===== src/source/fetch_pkg.sv =====
`default_nettype none

package fetch_pkg;

  localparam int xlen = 32;

  typedef logic [xlen-1:0] addr_t;
  typedef logic [xlen-1:0] instr_t; // Compressed instructions sit in the low half
  typedef logic [1:0] ctr_t;

  // addi x0, x0, 0
  localparam instr_t nop_instr = 32'h0000_0013;

  // Initial counter values for a freshly allocated BTB entry
  localparam ctr_t ctr_weak_taken = 2'b10;
  localparam ctr_t ctr_strong_taken = 2'b11;

  typedef enum logic {
    fb_idle,
    fb_wait
  } fb_state_e;

  // Full-length instructions have both low bits set, everything else is 16 bit
  function automatic addr_t instr_len(input instr_t instr);
    addr_t len;
    if (instr[1:0] == 2'b11) begin
      len = addr_t'(4);
    end else begin
      len = addr_t'(2);
    end
    return len;
  endfunction

endpackage

`default_nettype wire


===== src/source/fetch_mem_if.sv =====
`timescale 1ns/1ps
`default_nettype none

interface fetch_mem_if import fetch_pkg::*; ();

  logic valid;
  logic fence;
  addr_t addr;
  logic ready; // rdata holds the word at addr while valid and ready are high
  instr_t rdata;

  modport stage (
    output valid,
    output fence,
    output addr,
    input ready,
    input rdata
  );

  modport buffer (
    input valid,
    input fence,
    input addr,
    output ready,
    output rdata
  );

endinterface

`default_nettype wire


===== src/source/bp_if.sv =====
`timescale 1ns/1ps
`default_nettype none

interface bp_if import fetch_pkg::*; ();

  addr_t lookup_pc;
  logic hold;
  logic upd_valid;
  addr_t upd_pc;
  addr_t upd_target;
  logic upd_jump;
  logic upd_branch;
  logic upd_call;
  logic upd_ret;
  logic pred_taken;
  addr_t pred_target;
  logic pred_return;
  addr_t ret_target;

  modport stage (
    output lookup_pc, hold,
    output upd_valid, upd_pc, upd_target, upd_jump, upd_branch, upd_call, upd_ret,
    input pred_taken, pred_target, pred_return, ret_target
  );

  modport predictor (
    input lookup_pc, hold,
    input upd_valid, upd_pc, upd_target, upd_jump, upd_branch, upd_call, upd_ret,
    output pred_taken, pred_target, pred_return, ret_target
  );

endinterface

`default_nettype wire


===== src/source/fetch_stage.sv =====
`timescale 1ns/1ps
`default_nettype none

module fetch_stage import fetch_pkg::*; #(
  parameter addr_t reset_vector = 32'h0
) (
  input logic clk,
  input logic rst,
  input logic trap,
  input addr_t mtvec,
  input logic mret,
  input addr_t mepc,
  input logic stall,
  input logic ex_valid,
  input addr_t ex_pc,
  input addr_t ex_target,
  input logic ex_jump,
  input logic ex_branch,
  input logic ex_call,
  input logic ex_ret,
  input logic ex_pred_taken,
  input addr_t ex_next_pc,
  input logic ex_fence,
  fetch_mem_if.stage mem,
  bp_if.stage bp,
  output logic f_valid,
  output addr_t f_pc,
  output instr_t f_instr,
  output logic f_taken
);

  addr_t pc_q;
  logic taken_q;
  logic pending_q; // Instruction at pc_q not delivered yet
  logic run_q;

  addr_t pc_d;
  logic taken_d;
  logic fence_d;
  logic fetch_new;
  logic ex_redirect;
  logic advance;
  logic deliver;

  // A taken jump that was not predicted, or predicted to the wrong place, and
  // a predicted-taken instruction that fell through all resolve to ex_target
  assign ex_redirect = ex_valid & ((ex_jump & (~ex_pred_taken | (ex_next_pc != ex_target))) |
                                   (~ex_jump & ex_pred_taken));
  assign advance = ~stall & ~pending_q;

  always_comb begin
    pc_d = pc_q;
    taken_d = taken_q;
    fence_d = 1'b0;
    fetch_new = 1'b1;
    if (trap) begin
      pc_d = mtvec;
      taken_d = 1'b0;
    end else if (mret) begin
      pc_d = mepc;
      taken_d = 1'b0;
    end else if (ex_redirect) begin
      pc_d = ex_target;
      taken_d = 1'b0;
    end else if (bp.pred_return) begin
      pc_d = bp.ret_target;
      taken_d = 1'b1;
    end else if (bp.pred_taken) begin
      pc_d = bp.pred_target;
      taken_d = 1'b1;
    end else if (ex_valid & ex_fence) begin
      pc_d = ex_pc; // Refetch through an emptied buffer
      taken_d = 1'b0;
      fence_d = 1'b1;
    end else if (advance) begin
      pc_d = pc_q + instr_len(f_instr);
      taken_d = 1'b0;
    end else begin
      fetch_new = 1'b0;
    end
  end

  // Only a fresh or still outstanding pc may be delivered, never one twice
  assign deliver = run_q & mem.ready & ~stall & (pending_q | fetch_new);

  assign mem.valid = run_q;
  assign mem.addr = pc_d;
  assign mem.fence = fence_d;

  // Predictions are only wanted when the stage is free to follow them
  assign bp.lookup_pc = pc_q;
  assign bp.hold = stall | pending_q | trap | mret | ex_redirect;
  assign bp.upd_valid = ex_valid;
  assign bp.upd_pc = ex_pc;
  assign bp.upd_target = ex_target;
  assign bp.upd_jump = ex_jump;
  assign bp.upd_branch = ex_branch;
  assign bp.upd_call = ex_call;
  assign bp.upd_ret = ex_ret;

  always_ff @(posedge clk) begin
    if (!rst) begin
      pc_q <= reset_vector;
      taken_q <= 1'b0;
      pending_q <= 1'b1; // The reset vector still has to be fetched
      run_q <= 1'b0;
      f_valid <= 1'b0;
      f_pc <= reset_vector;
      f_instr <= nop_instr;
      f_taken <= 1'b0;
    end else begin
      run_q <= 1'b1;
      pc_q <= pc_d;
      taken_q <= taken_d;
      pending_q <= (pending_q | fetch_new) & ~deliver;
      f_valid <= deliver;
      if (deliver) begin
        f_pc <= pc_d;
        f_instr <= mem.rdata;
        f_taken <= taken_d;
      end
    end
  end

endmodule

`default_nettype wire


===== src/source/branch_predictor.sv =====
`timescale 1ns/1ps
`default_nettype none

module branch_predictor import fetch_pkg::*; #(
  parameter int btb_entries = 16,
  parameter int ras_depth = 4
) (
  input logic clk,
  input logic rst,
  bp_if.predictor bp
);

  localparam int idx_w = $clog2(btb_entries);
  localparam int tag_w = xlen - idx_w - 1;
  localparam int cnt_w = $clog2(ras_depth + 1);

  typedef logic [idx_w-1:0] idx_t;
  typedef logic [tag_w-1:0] tag_t;

  logic [btb_entries-1:0] btb_valid;
  tag_t btb_tag [btb_entries];
  addr_t btb_target [btb_entries];
  ctr_t btb_ctr [btb_entries];
  logic btb_ret [btb_entries];

  addr_t ras [ras_depth]; // Entry 0 is the top of the stack
  logic [cnt_w-1:0] ras_cnt;

  idx_t look_idx;
  tag_t look_tag;
  logic look_hit;
  logic ret_hit;
  idx_t upd_idx;
  tag_t upd_tag;
  logic upd_hit;
  logic push;
  logic pop;

  // Indexed by halfword so compressed neighbours do not alias
  assign look_idx = bp.lookup_pc[idx_w:1];
  assign look_tag = bp.lookup_pc[xlen-1:idx_w+1];
  assign upd_idx = bp.upd_pc[idx_w:1];
  assign upd_tag = bp.upd_pc[xlen-1:idx_w+1];

  assign look_hit = btb_valid[look_idx] & (btb_tag[look_idx] == look_tag);
  assign upd_hit = btb_valid[upd_idx] & (btb_tag[upd_idx] == upd_tag);
  assign ret_hit = look_hit & btb_ret[look_idx] & (ras_cnt != '0);

  assign bp.pred_return = ~bp.hold & ret_hit;
  assign bp.pred_taken = ~bp.hold & look_hit & ~ret_hit & btb_ctr[look_idx][1];
  assign bp.pred_target = btb_target[look_idx];
  assign bp.ret_target = ras[0];

  // The stack is popped when fetch follows a return prediction
  assign push = bp.upd_valid & bp.upd_call;
  assign pop = bp.pred_return;

  always_ff @(posedge clk) begin
    if (!rst) begin
      btb_valid <= '0;
      ras_cnt <= '0;
    end else begin
      if (bp.upd_valid & bp.upd_jump) begin
        btb_valid[upd_idx] <= 1'b1;
      end
      if (push & ~pop & (ras_cnt != cnt_w'(ras_depth))) begin
        ras_cnt <= ras_cnt + 1'b1;
      end else if (pop & ~push) begin
        ras_cnt <= ras_cnt - 1'b1;
      end
    end
  end

  always_ff @(posedge clk) begin
    if (bp.upd_valid) begin
      if (bp.upd_jump) begin
        btb_tag[upd_idx] <= upd_tag;
        btb_target[upd_idx] <= bp.upd_target;
        btb_ret[upd_idx] <= bp.upd_ret;
        if (!upd_hit) begin
          btb_ctr[upd_idx] <= bp.upd_branch ? ctr_weak_taken : ctr_strong_taken;
        end else if (btb_ctr[upd_idx] != 2'b11) begin
          btb_ctr[upd_idx] <= btb_ctr[upd_idx] + 2'd1;
        end
      end else if (upd_hit & bp.upd_branch & (btb_ctr[upd_idx] != 2'b00)) begin
        btb_ctr[upd_idx] <= btb_ctr[upd_idx] - 2'd1;
      end
    end
  end

  always_ff @(posedge clk) begin
    if (push) begin
      ras[0] <= bp.upd_pc + addr_t'(4);
      if (!pop) begin
        for (int i = 1; i < ras_depth; i++) begin
          ras[i] <= ras[i-1];
        end
      end
    end else if (pop) begin
      for (int i = 0; i < ras_depth - 1; i++) begin
        ras[i] <= ras[i+1];
      end
    end
  end

endmodule

`default_nettype wire


===== src/source/fetch_buffer.sv =====
`timescale 1ns/1ps
`default_nettype none

module fetch_buffer import fetch_pkg::*; (
  input logic clk,
  input logic rst,
  fetch_mem_if.buffer mem,
  output logic imem_valid,
  output addr_t imem_addr,
  input logic imem_ready,
  input instr_t imem_rdata
);

  fb_state_e state_q;
  logic buf_valid_q;
  addr_t buf_addr_q;
  instr_t buf_data_q;
  addr_t req_addr_q;
  logic stale_q; // Outstanding response no longer wanted

  logic hit;
  logic stale_now;

  // A fence in the lookup cycle already counts as an empty buffer
  assign hit = (state_q == fb_idle) & buf_valid_q & ~mem.fence & (buf_addr_q == mem.addr);
  assign stale_now = stale_q | mem.fence | (mem.valid & (mem.addr != req_addr_q));

  assign mem.ready = mem.valid & hit;
  assign mem.rdata = buf_data_q;

  assign imem_valid = (state_q == fb_wait);
  assign imem_addr = req_addr_q; // Held steady for the whole wait

  always_ff @(posedge clk) begin
    if (!rst) begin
      state_q <= fb_idle;
      buf_valid_q <= 1'b0;
      stale_q <= 1'b0;
    end else begin
      case (state_q)
        fb_idle: begin
          if (mem.fence) begin
            buf_valid_q <= 1'b0;
          end
          if (mem.valid & ~hit) begin
            state_q <= fb_wait;
            stale_q <= 1'b0;
          end
        end
        fb_wait: begin
          if (mem.fence) begin
            buf_valid_q <= 1'b0;
          end
          stale_q <= stale_now;
          if (imem_ready) begin
            state_q <= fb_idle; // A redirected address misses and is requested from idle
            if (!stale_now) begin
              buf_valid_q <= 1'b1;
            end
          end
        end
        default: state_q <= fb_idle;
      endcase
    end
  end

  always_ff @(posedge clk) begin
    if ((state_q == fb_idle) && mem.valid && !hit) begin
      req_addr_q <= mem.addr;
    end
    if ((state_q == fb_wait) && imem_ready && !stale_now) begin
      buf_addr_q <= req_addr_q;
      buf_data_q <= imem_rdata;
    end
  end

endmodule

`default_nettype wire


===== src/source/fetch_unit.sv =====
`timescale 1ns/1ps
`default_nettype none

module fetch_unit import fetch_pkg::*; #(
  parameter addr_t reset_vector = 32'h0,
  parameter int btb_entries = 16,
  parameter int ras_depth = 4
) (
  input logic clk,
  input logic rst,
  input logic trap,
  input addr_t mtvec,
  input logic mret,
  input addr_t mepc,
  input logic stall,
  input logic ex_valid,
  input addr_t ex_pc,
  input addr_t ex_target,
  input logic ex_jump,
  input logic ex_branch,
  input logic ex_call,
  input logic ex_ret,
  input logic ex_pred_taken,
  input addr_t ex_next_pc,
  input logic ex_fence,
  output logic imem_valid,
  output addr_t imem_addr,
  input logic imem_ready,
  input instr_t imem_rdata,
  output logic f_valid,
  output addr_t f_pc,
  output instr_t f_instr,
  output logic f_taken
);

  fetch_mem_if mem_bus ();
  bp_if bp_bus ();

  fetch_stage #(
    .reset_vector(reset_vector)
  ) u_stage (
    .clk(clk),
    .rst(rst),
    .trap(trap),
    .mtvec(mtvec),
    .mret(mret),
    .mepc(mepc),
    .stall(stall),
    .ex_valid(ex_valid),
    .ex_pc(ex_pc),
    .ex_target(ex_target),
    .ex_jump(ex_jump),
    .ex_branch(ex_branch),
    .ex_call(ex_call),
    .ex_ret(ex_ret),
    .ex_pred_taken(ex_pred_taken),
    .ex_next_pc(ex_next_pc),
    .ex_fence(ex_fence),
    .mem(mem_bus.stage),
    .bp(bp_bus.stage),
    .f_valid(f_valid),
    .f_pc(f_pc),
    .f_instr(f_instr),
    .f_taken(f_taken)
  );

  branch_predictor #(
    .btb_entries(btb_entries),
    .ras_depth(ras_depth)
  ) u_predictor (
    .clk(clk),
    .rst(rst),
    .bp(bp_bus.predictor)
  );

  fetch_buffer u_buffer (
    .clk(clk),
    .rst(rst),
    .mem(mem_bus.buffer),
    .imem_valid(imem_valid),
    .imem_addr(imem_addr),
    .imem_ready(imem_ready),
    .imem_rdata(imem_rdata)
  );

endmodule

`default_nettype wire


===== config.mk =====
export PLATFORM = sky130hd
export DESIGN_NAME = fetch_unit
export DESIGN_NICKNAME = d
export VERILOG_FILES = /design/src/source/fetch_pkg.sv /design/src/source/fetch_mem_if.sv /design/src/source/bp_if.sv /design/src/source/fetch_stage.sv /design/src/source/branch_predictor.sv /design/src/source/fetch_buffer.sv /design/src/source/fetch_unit.sv
export SDC_FILE = /design/constraint.sdc
export NUM_CORES = 2
export LEC_CHECK = 0
export BUFFER_PORTS_ARGS = -buffer_cell sky130_fd_sc_hd__clkbuf_2
export CAP_MARGIN = 20
export CORE_MARGIN = 2
export CORE_UTILIZATION = 42
export CTS_CLUSTER_DIAMETER = 100
export DETAILED_ROUTE_END_ITERATION = 16
export HOLD_SLACK_MARGIN = 0.1
export PLACE_DENSITY = 0.57
export SLEW_MARGIN = 20
export SYNTH_ARGS = -nofsm -noshare
export SYNTH_HDL_FRONTEND = slang
export SYNTH_SLANG_ARGS = --single-unit

===== constraint.sdc =====
create_clock -name clk -period 9.55 [get_ports clk]
set_clock_uncertainty 0.1 [all_clocks]
set_input_delay 0.955 -clock clk [delete_from_list [all_inputs] [get_ports clk]]
set_output_delay 0.955 -clock clk [all_outputs]
set_load 0.03 [all_outputs]

==> results.yml <==
status:
  outcome: "finished clean"
synthesis:
  syn_inst: 3549
  synth_warnings: 0
  synthFlopType: "edfxtp_1"
  synthTopCellsByArea: "edfxtp_1 61%, mux4_2 15%, dfxtp_1 4.1%"
  syn_nets: 3764
  netlist_area_um2: 59700
  avgSynthCellArea_um2: 16.8
  synth_edf_count: 1216
  async_flop_share_pct: 0
  synth_common_cells: "1,216 x edfxtp_1, 386 x mux4_2, 168 x mux2i_1"
  synth_cell_types: 87
  yosysMostFrequentCell: "edfxtp_1"
  synth_seq_cells: 1339
  yosysSeqAreaShare_pct: 65.3
  synth_area_leader_cell: "edfxtp_1"
  netlist.area_leader.share_pct: 61.1
placement:
  dp_hpwl_um: 131000
  placedCellCount: 5658
  place.gp.congestion: 0.975
  dpl_cell_area_um2: 63800
  port_buffers: 303
pwr:
  total_power_mw: 13.5
  ir_worst_vdd_mv: 0.149
  power_density_nw_per_um2: 197
  p_leak_nw: 22.1
sta:
  finalCriticalPeriod_ns: 8.44
  rsz0062_at_grt: "false"
  hold_viol_final: 0
  finalSetupViolations: 0
  finalCritPeriodShare_pct: 88.4
  slew_viol_final: 0
  final.setup.tns_ns: 0
  worst_pin_slew_ns: 1.21
  whs_ns: 0.249
  timing.fmax_ghz: 0.119
  slew_headroom_pct: 19.4
die:
  die_area_um2: 145000
  ios: 304
  rows: 138
  coreArea_um2: 141000
  die_h_um: 381
  start_util_pct: 42.2
  dieWidth_um: 381
clock_network:
  clock_path_buffers: 3
  cts_resized: 0
  cts_hold_buf: 0
  clock_sinks: 1339
  cts_tree: "yes"
  post_cts_buffers: 0
  clock_latency_ns: 0.78
  numCtsBuffers: 146
  root_buffer: "clkbuf_16"
  h-tree-depth: 4
  cts.reportedPaths.clkPinSlew_ns: 0.06
global_route:
  gr-total-overflow: 0
  grt_use_total_pct: 27.3
  grt_max_degree: 133
  grt_pass1_vias: 36000
  antenna_found_initial: 14
  grt_pass1_wl_um: 279000
cells_and_area:
  final_area_um2: 68500
  areaGrowthSynthToFinish_pct: 14.7
  fin_nets: 4132
  final_layout_size_suffix_gt1_share_pct: 28.9
  instances_no_fill: 5923
  fill_cells: 12000
drt:
  drt-total-wl_um: 200000
  drtAntennaViolNets: 0
  drt_iter0_drc: 4866
  route.detailed.drc: 0
  via_per_inst: 6.20
  first_pass_iters: 6
  post_drt_wl_per_cell_um: 33.8
  vias: 36700
worst_setup_path:
  start_kind: "register"
  r2r-start: "u_stage.bp.lookup_pc[1]"
  crit_fanout: 40
  rrSetupSlack_ns: 1.11
  critPathKind: "register to register"
  required_ns: 9.89
  arrival_ns: 8.78
  reg2reg_depth: 18
  r2r_end: "u_buffer.mem.rdata[20]"
  worst_setup_path_end_kind: "register"
run:
  drv_cap: 0
hold_path:
  hold_end: "u_buffer.mem.rdata[3]"
  hold_class: "input port to register"
  hp-start: "imem_rdata[3]"
  holdPathStages: 1
how the worst max path moves through the flow:
stage                                  from                       to  slack [ns]  depth (start not counted)
floorplan                          ex_pc[4]  u_predictor.btb_ret[12]        0.17                          6
global placement              ex_target[12]   u_buffer.mem.rdata[29]        1.23                         17
detailed placement            ex_target[12]   u_buffer.mem.rdata[26]        1.27                         18
CTS                 u_stage.bp.lookup_pc[1]   u_buffer.mem.rdata[21]        1.25                         18
global route        u_stage.bp.lookup_pc[1]   u_buffer.mem.rdata[20]        0.82                         18
finish              u_stage.bp.lookup_pc[1]   u_buffer.mem.rdata[20]        1.11                         18
per-stage QoR:
stage          setup WS (ns)  util, %
2_1_floorplan          0.175        -
3_3_place_gp            1.23     45.1
3_5_place_dp            1.27     45.1
4_1_cts                 1.25     48.4
5_1_grt                0.815     48.5
6_report                1.11     48.5
layout make-up:
| class | count | area (um2) | area share (%) |
|---|---|---|---|
| diodes | 6 | 15.0 | 0.0219 |
| clock buffers | 183 | 3900 | 5.69 |
| clock inverters | 75 | 753 | 1.10 |
| inverters | 61 | 231 | 0.338 |
| multi-input cells | 1935 | 19700 | 28.7 |
| flip-flops and latches | 1339 | 39000 | 56.9 |
| well taps | 1890 | 2360 | 3.45 |
| repair buffers | 434 | 2620 | 3.83 |
cell families after synthesis:
kind of cell	share of synthesized area [%]
AO/OA/AOI/OAI	5.17
XOR/XNOR	2.79
adder cells (fa/ha/maj)	0.235
buffers and inverters	2.08
flip-flops	65.3
multiplexers	18.9
AND/OR/NAND/NOR	5.59
report_power, final:
part / leakage [nW] / total, mW / switching [mW] / internal, mW
clock network: 2.28 / 5.54 / 2.33 / 3.22
logic: 7.78 / 1.36 / 0.864 / 0.499
registers: 12.1 / 6.61 / 0.107 / 6.51
flip-flops by register name, summed over array words and instances (netlist names), 16 cells and up:
signal	count
u_buffer.buf_addr_q	32
u_buffer.imem_addr	32
u_buffer.mem.rdata	32
u_predictor.btb_ctr	32
u_predictor.btb_ret	16
u_predictor.btb_tag	432
u_predictor.btb_target	512
u_predictor.btb_valid	16
u_predictor.ras	128
u_stage.bp.lookup_pc	32
u_stage.f_instr	32
u_stage.f_pc	32
layout by cell type (no fill, tap or decap), types with 42 or more instances in the layout:
cell / count
edfxtp_1: 1216
mux4_2: 386
clkbuf_2: 297
mux2i_1: 168
clkbuf_16: 149
nand2_1: 146
buf_4: 126
nor2_1: 122
dfxtp_1: 119
xnor2_1: 113
a21oi_1: 113
o21ai_0: 83
mux2_2: 80
xor2_1: 77
nor2b_1: 74
inv_1: 59
nand3_1: 50
a221oi_1: 44
nor3_1: 43
and2_1: 42
metal layers:
layer  up-vias  wire length (um)  GRT usage (%)
li1      15000                 -              -
met1     19400             81400           38.0
met2      1918             94000           42.9
met3       320             19300           6.54
met4        12              5370           7.64
met5         -                80              0
worst max-delay path: stages, from the launching register on:
cell	delay, ns
dfxtp_4	0.84
buf_4	0.50
mux4_2	0.55
mux2i_1	0.53
o32ai_1	0.14
nor4_1	0.32
o2111a_1	0.25
nand4_1	0.33
or4_4	0.81
nor2_2	0.48
a22oi_1	0.21
a21oi_1	0.71
xnor2_1	0.19
nand4_1	0.13
or4_1	0.49
nor4_1	0.38
a21o_1	0.15
and3_2	0.57
buf_4	0.35
Power figures use the tool's default switching activity.
